[src/cpu_cfg.svh]
`ifndef CPU_CFG_SVH
`define CPU_CFG_SVH

// Data path and byte address width
`define CPU_XLEN 32

// Architectural registers, r0 reads as zero
`define CPU_NREGS 16

// Memory depths in 32-bit words
`define CPU_IMEM_WORDS 256
`define CPU_DMEM_WORDS 256

// Opcode that parks the core until reset
`define CPU_OP_HALT 6'h3F

`endif

[src/cpuPkg.sv]
`default_nettype none
`include "cpu_cfg.svh"

package cpuPkg;

    localparam int opcW  = 6;                      // Opcode field width
    localparam int regAw = $clog2(`CPU_NREGS);     // Register index width
    localparam int immW  = 14;                     // Raw immediate width

    typedef logic [regAw-1:0] regIdxT;

    // Instruction opcodes in bits 31 to 26
    typedef enum logic [opcW-1:0] {
        opNop  = 6'h00,
        opAdd  = 6'h01,
        opSub  = 6'h02,
        opAnd  = 6'h03,
        opOr   = 6'h04,
        opXor  = 6'h05,
        opAddi = 6'h06,
        opLw   = 6'h07,
        opSw   = 6'h08,
        opSh   = 6'h09,
        opSb   = 6'h0A,
        opBeq  = 6'h0B,
        opHalt = `CPU_OP_HALT
    } opcodeT;

    typedef enum logic [2:0] {
        aluAdd   = 3'd0,
        aluSub   = 3'd1,
        aluAnd   = 3'd2,
        aluOr    = 3'd3,
        aluXor   = 3'd4,
        aluPassB = 3'd5    // Second operand straight through
    } aluOpT;

    typedef enum logic [1:0] {
        sizeNone = 2'd0,
        sizeByte = 2'd1,
        sizeHalf = 2'd2,
        sizeWord = 2'd3
    } storeSizeT;

    // One instruction after decode
    typedef struct packed {
        regIdxT                rd;
        regIdxT                rs1;
        regIdxT                rs2;
        logic [`CPU_XLEN-1:0]  imm;          // Sign extended
        aluOpT                 aluOp;
        storeSizeT             storeSize;
        logic                  useImm;
        logic                  isLoad;
        logic                  isStore;
        logic                  isBranch;
        logic                  noWriteback;  // NOP, HALT, unknown opcodes
        logic                  isHalt;
    } decodedOp;

endpackage

`default_nettype wire

[src/memPkg.sv]
`default_nettype none
`include "cpu_cfg.svh"

package memPkg;

    // Byte address on either memory port
    typedef logic [`CPU_XLEN-1:0] memAddrT;

    // Data memory request, one per memory cycle
    typedef struct packed {
        logic                  rd;       // Read strobe
        logic [3:0]            byteEn;   // Write strobes per byte lane
        memAddrT               addr;
        logic [`CPU_XLEN-1:0]  wdata;
    } dmemReq;

endpackage

`default_nettype wire

[src/cpuControl.sv]
`timescale 1ns/1ps
`default_nettype none

module cpuControl import cpuPkg::*; (
    input  logic       clk,
    input  logic       rst,
    input  decodedOp   op,
    input  logic [3:0] laneEn,
    output logic       imemRd,
    output logic       pcWen,
    output logic       regWen,
    output logic       dmemRd,
    output logic [3:0] dmemWen,
    output logic       halted
);

    typedef enum logic [2:0] {
        stFetch = 3'd0,
        stDecEx = 3'd1,
        stMem   = 3'd2,
        stWb    = 3'd3,
        stHalt  = 3'd4
    } stateT;

    stateT state;
    stateT nextState;

    always_ff @(posedge clk or negedge rst) begin
        if (!rst) begin
            state <= stFetch;
        end else begin
            state <= nextState;
        end
    end

    always_comb begin
        nextState = state;
        case (state)
            stFetch: nextState = stDecEx;
            stDecEx: begin
                if (op.isHalt) begin
                    nextState = stHalt;
                end else if (op.isLoad || op.isStore) begin
                    nextState = stMem;     // Extra cycle for the data port
                end else begin
                    nextState = stWb;
                end
            end
            stMem:   nextState = stWb;
            stWb:    nextState = stFetch;
            stHalt:  nextState = stHalt;   // Left only through reset
            default: nextState = stFetch;
        endcase
    end

    // Strobes decode straight from the state
    assign imemRd  = (state == stFetch);
    assign dmemRd  = (state == stMem);
    assign dmemWen = (state == stMem && op.isStore) ? laneEn : 4'b0000;
    assign pcWen   = (state == stWb);
    assign regWen  = (state == stWb) && !(op.isStore || op.isBranch || op.noWriteback);
    assign halted  = (state == stHalt);

    // Catches a corrupted state register
    assert property (@(posedge clk) disable iff (!rst)
        state inside {stFetch, stDecEx, stMem, stWb, stHalt})
        else $error("cpuControl illegal state %0d", state);

    // Stores may only land in the memory cycle that follows decode
    assert property (@(posedge clk) disable iff (!rst)
        (dmemWen != 4'b0000) |-> ($past(state) == stDecEx && op.isStore))
        else $error("cpuControl write strobe outside memory cycle");

    // Fetch and data access share no cycle
    assert property (@(posedge clk) disable iff (!rst)
        !(imemRd && dmemRd))
        else $error("cpuControl fetch overlaps data read");

endmodule

`default_nettype wire

[src/cpuCore.sv]
`timescale 1ns/1ps
`default_nettype none
`include "cpu_cfg.svh"

module cpuCore import cpuPkg::*, memPkg::*; (
    input  logic                 clk,
    input  logic                 rst,
    input  logic [`CPU_XLEN-1:0] imemData,
    input  logic [`CPU_XLEN-1:0] dmemRdata,
    output memAddrT              imemAddr,
    output logic                 imemRd,
    output dmemReq               dmemOut,
    output logic                 halted
);

    decodedOp             op;
    logic                 pcWen;
    logic                 regWen;
    logic                 dmemRd;
    logic [3:0]           dmemWen;
    logic [3:0]           laneEn;
    memAddrT              dmemAddr;
    logic [`CPU_XLEN-1:0] dmemWdata;

    cpuControl uControl (
        .clk     (clk),
        .rst     (rst),
        .op      (op),
        .laneEn  (laneEn),
        .imemRd  (imemRd),
        .pcWen   (pcWen),
        .regWen  (regWen),
        .dmemRd  (dmemRd),
        .dmemWen (dmemWen),
        .halted  (halted)
    );

    // Instruction word is held by the memory output register
    instrDecoder uDecoder (
        .instr (imemData),
        .op    (op)
    );

    cpuDatapath uDatapath (
        .clk       (clk),
        .rst       (rst),
        .op        (op),
        .pcWen     (pcWen),
        .regWen    (regWen),
        .dmemRdata (dmemRdata),
        .imemAddr  (imemAddr),
        .dmemAddr  (dmemAddr),
        .dmemWdata (dmemWdata),
        .laneEn    (laneEn)
    );

    assign dmemOut = '{rd: dmemRd, byteEn: dmemWen, addr: dmemAddr, wdata: dmemWdata};

endmodule

`default_nettype wire

[src/cpuDatapath.sv]
`timescale 1ns/1ps
`default_nettype none
`include "cpu_cfg.svh"

module cpuDatapath import cpuPkg::*, memPkg::*; (
    input  logic                 clk,
    input  logic                 rst,
    input  decodedOp             op,
    input  logic                 pcWen,
    input  logic                 regWen,
    input  logic [`CPU_XLEN-1:0] dmemRdata,
    output memAddrT              imemAddr,
    output memAddrT              dmemAddr,
    output logic [`CPU_XLEN-1:0] dmemWdata,
    output logic [3:0]           laneEn
);

    memAddrT pc;
    memAddrT pcPlus4;
    memAddrT brTarget;

    logic [`CPU_XLEN-1:0] rsVal1;
    logic [`CPU_XLEN-1:0] rsVal2;
    logic [`CPU_XLEN-1:0] aluB;
    logic [`CPU_XLEN-1:0] aluRes;
    logic [`CPU_XLEN-1:0] wbData;
    logic                 brTaken;

    regFile uRegFile (
        .clk    (clk),
        .rst    (rst),
        .rs1    (op.rs1),
        .rs2    (op.rs2),
        .rd     (op.rd),
        .wen    (regWen),
        .wdata  (wbData),
        .rdata1 (rsVal1),
        .rdata2 (rsVal2)
    );

    assign aluB = op.useImm ? op.imm : rsVal2;

    always_comb begin
        case (op.aluOp)
            aluAdd:   aluRes = rsVal1 + aluB;
            aluSub:   aluRes = rsVal1 - aluB;
            aluAnd:   aluRes = rsVal1 & aluB;
            aluOr:    aluRes = rsVal1 | aluB;
            aluXor:   aluRes = rsVal1 ^ aluB;
            aluPassB: aluRes = aluB;
            default:  aluRes = '0;
        endcase
    end

    // Branch offset is in words from the next instruction
    assign brTaken  = op.isBranch && (rsVal1 == rsVal2);
    assign pcPlus4  = pc + memAddrT'(4);
    assign brTarget = pcPlus4 + {op.imm[`CPU_XLEN-3:0], 2'b00};

    always_ff @(posedge clk or negedge rst) begin
        if (!rst) begin
            pc <= '0;
        end else if (pcWen) begin
            pc <= brTaken ? brTarget : pcPlus4;
        end
    end

    assign imemAddr = pc;
    assign dmemAddr = aluRes;   // Effective address from the ALU

    // Byte lanes and store data placement
    always_comb begin
        case (op.storeSize)
            sizeByte: begin
                laneEn    = 4'b0001 << aluRes[1:0];
                dmemWdata = {4{rsVal2[7:0]}};
            end
            sizeHalf: begin
                laneEn    = aluRes[1] ? 4'b1100 : 4'b0011;
                dmemWdata = {2{rsVal2[15:0]}};
            end
            sizeWord: begin
                laneEn    = 4'b1111;   // Low address bits ignored
                dmemWdata = rsVal2;
            end
            default: begin
                laneEn    = 4'b0000;
                dmemWdata = rsVal2;
            end
        endcase
    end

    // Load data arrives in the writeback cycle
    assign wbData = op.isLoad ? dmemRdata : aluRes;

    // PC only ever moves by whole words
    assert property (@(posedge clk) disable iff (!rst)
        imemAddr[1:0] == 2'b00)
        else $error("cpuDatapath fetch address %h not word aligned", imemAddr);

endmodule

`default_nettype wire

[src/instrDecoder.sv]
`timescale 1ns/1ps
`default_nettype none
`include "cpu_cfg.svh"

module instrDecoder import cpuPkg::*; (
    input  logic [`CPU_XLEN-1:0] instr,
    output decodedOp             op
);

    logic [opcW-1:0] opcode;

    assign opcode = instr[31:26];

    always_comb begin
        op = '0;

        // Fixed field positions for every format
        op.rd  = instr[25:22];
        op.rs1 = instr[21:18];
        op.rs2 = instr[17:14];
        op.imm = {{(`CPU_XLEN-immW){instr[immW-1]}}, instr[immW-1:0]};

        op.aluOp     = aluPassB;
        op.storeSize = sizeNone;

        case (opcode)
            opAdd: op.aluOp = aluAdd;
            opSub: op.aluOp = aluSub;
            opAnd: op.aluOp = aluAnd;
            opOr:  op.aluOp = aluOr;
            opXor: op.aluOp = aluXor;
            opAddi: begin
                op.aluOp  = aluAdd;
                op.useImm = 1'b1;
            end
            opLw: begin
                op.aluOp  = aluAdd;   // rs1 plus offset
                op.useImm = 1'b1;
                op.isLoad = 1'b1;
            end
            opSw, opSh, opSb: begin
                op.aluOp   = aluAdd;
                op.useImm  = 1'b1;
                op.isStore = 1'b1;
                if (opcode == opSw) begin
                    op.storeSize = sizeWord;
                end else if (opcode == opSh) begin
                    op.storeSize = sizeHalf;
                end else begin
                    op.storeSize = sizeByte;
                end
            end
            opBeq: begin
                op.aluOp    = aluSub;
                op.isBranch = 1'b1;   // Compare done in the datapath
            end
            opHalt: begin
                op.isHalt      = 1'b1;
                op.noWriteback = 1'b1;
            end
            default: begin
                // NOP and any unassigned code
                op.noWriteback = 1'b1;
            end
        endcase
    end

endmodule

`default_nettype wire

[src/regFile.sv]
`timescale 1ns/1ps
`default_nettype none
`include "cpu_cfg.svh"

module regFile import cpuPkg::*; (
    input  logic                 clk,
    input  logic                 rst,
    input  regIdxT               rs1,
    input  regIdxT               rs2,
    input  regIdxT               rd,
    input  logic                 wen,
    input  logic [`CPU_XLEN-1:0] wdata,
    output logic [`CPU_XLEN-1:0] rdata1,
    output logic [`CPU_XLEN-1:0] rdata2
);

    logic [`CPU_XLEN-1:0] regs [`CPU_NREGS];

    always_ff @(posedge clk or negedge rst) begin
        if (!rst) begin
            for (int i = 0; i < `CPU_NREGS; i++) begin
                regs[i] <= '0;
            end
        end else if (wen && rd != '0) begin   // Writes to r0 are dropped
            regs[rd] <= wdata;
        end
    end

    // Asynchronous reads
    assign rdata1 = (rs1 == '0) ? '0 : regs[rs1];
    assign rdata2 = (rs2 == '0) ? '0 : regs[rs2];

    // Decoder must hand over a clean destination on every write
    assert property (@(posedge clk) disable iff (!rst)
        wen |-> !$isunknown(rd))
        else $error("regFile write with unknown destination");

endmodule

`default_nettype wire

[config.mk]
export PLATFORM = sky130hd
export DESIGN_NAME = cpuCore
export DESIGN_NICKNAME = d
export VERILOG_FILES = /design/src/cpuPkg.sv /design/src/memPkg.sv /design/src/cpuControl.sv /design/src/cpuCore.sv /design/src/cpuDatapath.sv /design/src/instrDecoder.sv /design/src/regFile.sv
export VERILOG_INCLUDE_DIRS = /design/src
export SDC_FILE = /design/constraint.sdc
export NUM_CORES = 2
export LEC_CHECK = 0
export BUFFER_PORTS_ARGS = -buffer_cell sky130_fd_sc_hd__buf_2
export CAP_MARGIN = 20
export CORE_ASPECT_RATIO = 1.4
export CORE_UTILIZATION = 61
export DETAILED_ROUTE_END_ITERATION = 10
export HOLD_SLACK_MARGIN = 0.1
export MAX_ROUTING_LAYER = met4
export PLACE_DENSITY = 0.79
export SLEW_MARGIN = 30
export SYNTH_ARGS = -nofsm -noshare
export SYNTH_HDL_FRONTEND = slang
export SYNTH_SLANG_ARGS = --single-unit
[constraint.sdc]
create_clock -name clk -period 18.55 [get_ports clk]
set_input_delay 3.71 -clock clk [delete_from_list [all_inputs] [get_ports clk]]
set_output_delay 3.71 -clock clk [all_outputs]
set_load 0.05 [all_outputs]
Yosys cells after proc, flatten, opt, wreduce, memory -nomap -nowiden:

Cells that the tools add are included.

* add/sub/neg operators: 4
* $lt $le $gt $ge: 4
* equal/unequal tests: 25
* shift operators: 1
* multiplexer cells: 32
* bitwise gates (word level): 6
* reductions and logical operators: 19

Operators with widths (count)
* bitwise mux 512 bit: 1
* 2-to-1 mux 32 bit: 10
* binary-select mux 32 bit (select 4 bit): 2
* case mux 32 bit (6 select lines): 1
* demux 32 bit (select 4 bit): 1
* adder 32 bit: 2
* case mux 32 bit (2 select lines): 1
* adder 32 x 3 -> 32 bit (second input constant): 1
* bitwise AND 32 bit: 1
* equality test 32 bit: 1
* bitwise OR 32 bit: 1
* subtractor 32 bit: 1
* bitwise XOR 32 bit: 1
* equality test 6 x 3 -> 1 bit (second input constant): 4
* equality test 6 x 4 -> 1 bit (second input constant): 4
* greater-or-equal comparator 5 bit (second input constant): 3
* inverter 4 -> 5 bit: 3
* case mux 3 bit (5 select lines): 1
* equality test 3 x 2 -> 1 bit (second input constant): 4
* equality test 6 x 2 -> 1 bit (second input constant): 2
* case mux 3 bit (4 select lines): 1
* case mux 4 bit (3 select lines): 1
* OR reduction 11 bit: 1
* equality test 3 bit (second input constant): 3
* other kinds (21): 40

* register bits: 547
* input port bits: 66
* output and inout bits: 103
* logic and storage cells: 109

Longest topological paths before layout:

* word-level depth: 11
* depth in mapped cells: 30

By module:

Synthesis repeated with hierarchy kept, for this count alone.

* cells, all modules: 3318
* area total of the unflattened synthesis: 36311.1 um2

Modules (own cells, without submodules)
* regFile: instances 1, cells an instance 1819, area an instance 25739.7 um2
* cpuDatapath: instances 1, cells an instance 1399, area an instance 9815.7 um2
* instrDecoder: instances 1, cells an instance 74, area an instance 538.0 um2
* cpuControl: instances 1, cells an instance 25, area an instance 210.2 um2
* cpuCore: instances 1, cells an instance 1, area an instance 7.5 um2

Worst setup path before layout:

No wires, ideal clock.

* kind: input to output
* start point: input imemData[14]
* end point: output dmemOut[59] in the netlist's numbering
* arrival time: 9.520 ns
* required time: 14.840 ns
* path slack: 5.320 ns
* cell stages on the path: 24
* path buffers: 4
* cell sequence: buf_4 > buf_6 > buf_4 > buf_2 > mux2_2 > nand2_1 > nand2_1 > o22ai_1 > inv_1 > nor2_1 > and4_1 > nand3_1 > a211oi_1 > a21oi_1 > xnor2_1 > ha_1 > and3_1 > and2_1 > and4_1 > o211ai_1 > nand4_1 > a31oi_1 > xor2_1 > o21ai_0

RTL lines
* from (decl): line cpuCore.sv:8 `` input logic [`CPU_XLEN-1:0] imemData, ``
* to (decl): line cpuCore.sv:12 `output dmemReq dmemOut,`

==> summary.txt <==
Pwr
  • Pwr/cell area: 87.6 mW/mm^2
  • Peak supply drop: 0.0000723 V
  • Pwr Total: between 3 and 4 mW
  • Leak: 17.5 nW

Place
  • Dpl cells: 4,209
  • HPWL after detailed placement: 76,600 um
  • Dpl ws: just over 4000 ps
  • Placed cell areas: 0.0365 mm^2
  • I/O Buffers: 166
  • GPL Wtd Cong: 1.05

Min path
  • HP Class: register to register
  • Hold Startpoint: uDatapath.uRegFile.regs[481]

Global routing
  • Largest net degree at the start of global routing: 161
  • Initial antenna violation count: 1
  • All-layer global routing usage: about two fifths
  • First-pass GRT wire length: 175,000 um
  • Grt ovf: 0
  • Number of global-route vias before repair: 29,500

Clock network
  • # resized after CTS: 0
  • Clk slew on worst S/H paths: 60 ps
  • Hold Buf Count CTS: 0
  • CTS sink count: 539
  • Post-CTS Repair Setup Buffers: 0
  • CTS tree: yes
  • Total CTS buffers: between 50 and 60
  • Skew-Pair Late Insertion Delay: 630 ps
  • Clk buf depth: 3
  • H-tree Lvls: 2
  • CTS root buf: clkbuf_16

Cells and area
  • NumNets Final: 3,727
  • Post-route cell area: 0.0384 mm^2
  • Fillcell total: 4,324
  • Area of the multi-input gates: 0.0202 mm^2
  • Commonest non-fill, non-tap cell in the layout: nand2_1
  • Post-layout util: about two thirds
  • Cell Count, Final, Fillers Out: ~4,300
  • Commonest non-fill, non-tap cells in the layout: nand2_1 (573), dfrtp_1 (539), o21ai_0 (501)
  • Share of layout cells above drive strength 1: 20.9%
  • Register Area: 0.0135 mm^2
  • P&R area growth vs syn: 9.00%

Detailed routing
  • Antenna Nets Post-Route: 0
  • DRC: 0
  • Via count: 30,000
  • Final WL: ~120,000 um
  • Initial drt markers: about 3,300
  • Initial DRT Pass Iterations: 6
  • Avg Vias per Cell: 6.96
  • Drt wl/cell: approximately 27 um

Outcome
  • Status: finished clean

Logic synthesis
  • Asr flop ratio synth: 100%
  • Area leader, netlist: dfrtp_1
  • Synthesized area per cell: roughly 10 um^2
  • Yosys cell types: 90
  • Cells after Synth: 3,527
  • Yosys warnings: 0
  • Post-synth EDFFs: 0
  • Top FF cell, synth: dfrtp_1
  • Synth top area cells: dfrtp_1 (38%), mux4_2 (14%), o21ai_0 (7.1%)
  • Synthesis-stage register bit count: approximately 540
  • Post-synthesis sequential area ratio: 38.3%
  • Share of the synthesized area in the top cell type: a little under two fifths
  • Mapped Area: ~0.035 mm^2

Timing
  • Worst slew pin tran: just over 1000 ps
  • Slew headroom: about 32%
  • Tcrit/Tclk final: 80.3%
  • Max-slew violations: 0
  • Final WS setup: 3650 ps
  • Skew final: 29.2 ps
  • TNS Setup: 0 ps
  • Post-layout min period: 14,900 ps
  • Fin Hold WS: 375 ps
  • RSZ-0062 raised after global routing: false
  • Setup Viol. Count Final: 0
  • Final Hold Fails: 0
  • Fmax: 67.1 MHz

Critical path
  • Crit path required time: 14,840 ps
  • CP Launch Type: input pin
  • FF-to-FF Start: uDatapath.uRegFile.regs[7]
  • Delay-heaviest family, CP: compound AO/OA/AOI/OAI gates
  • CP max FO: 59
  • Setup crit end kind: output pin
  • Maximum single-stage delay on the critical path: 710 ps
  • Crit path DAT: 11,190 ps
  • CP Launch Point: imemData[16]
  • CP max stage cell: buf_4
  • CP Class: input pin to output pin
  • Crit path buf inv count: 5

Floorplanning
  • Core area: 0.0567 mm^2
  • IO Pins: between 150 and 200
  • DIE AREA: 0.0587 mm^2
  • Die height: 286 um
  • Row count: about 100
  • Die width: around 200 um
  • Initial Utilization: 62.1%

Flow run
  • Max cap viols: 0
[path summary, 6_finish.rpt]
kind / endpoint / slack, ps / cells past startpoint
worst max-delay path: dmemOut[63] / 3650 / 25
min in group asynchronous: uDatapath.uRegFile.regs[409] / 3080 / 1
worst min-delay path: uDatapath.uRegFile.regs[481] / 370 / 0
max in group asynchronous: uDatapath.imemAddr[11] / 12850 / 5
worst max register to register: uDatapath.uRegFile.regs[95] / 11020 / 22
worst min register to register: uDatapath.uRegFile.regs[481] / 370 / 0
[power by group]
group | switching (mW) | leakage, nW | internal, mW
Clock | 0.484 | 0.915 | 0.668
Sequential | 0.0752 | 7.45 | 1.25
Combinational | 0.573 | 9.15 | 0.312
[area by class of cell]
cell class	count	area share, %
inverter	93	0.910
timing repair buffer	247	3.97
antenna	1	0.00652
clock buffer	68	3.92
multi-input combinational	2596	52.8
tap	735	2.40
clock inverter	27	0.861
sequential	539	35.2
[logic make-up after synthesis]
kind of cell / synth area share [%]
AO/OA/AOI/OAI: 16.2
XOR/XNOR: 3.50
adder cells (fa/ha/maj): 4.74
buffers and inverters: 4.65
flip-flops: 38.3
multiplexers: 20.8
other: 0.0107
AND/OR/NAND/NOR: 11.7
[metal layers]
layer	wire length (um)	GRT usage, %	vias up	share of wire [%]
met1	41300	50.7	14800	36
li1	-	-	12800	-
met4	6990	22.9	0	6.0
met3	13200	8.86	451	11
met5	0	-	-	0
met2	54200	62.2	1935	47
[registers in the layout, indices dropped and copies added, names as in the netlist]
signal / flops
uControl.state: 3
uDatapath.imemAddr: 30
uDatapath.uRegFile.regs: 506
[synth_stat cells, drive strengths merged (14+ instances only)]
| cell type | count |
|---|---|
| dfrtp | 539 |
| xnor2 | 106 |
| clkbuf | 217 |
| nor2b | 29 |
| nor2 | 99 |
| o31ai | 40 |
| buf | 83 |
| mux4 | 224 |
| a31oi | 21 |
| and3 | 24 |
| or3 | 15 |
| a22oi | 50 |
| o21ai | 514 |
| nand4 | 14 |
| nand2 | 588 |
| nand2b | 25 |
| a21oi | 140 |
| ha | 130 |
| nand3 | 56 |
| mux2i | 95 |
| a21o | 29 |
| o221ai | 15 |
| and2 | 19 |
| mux2 | 118 |
| inv | 93 |
| a221oi | 30 |
| xor2 | 32 |
| nor3 | 30 |
| a22o | 36 |
Note: power is estimated with default switching activity, not from simulation.
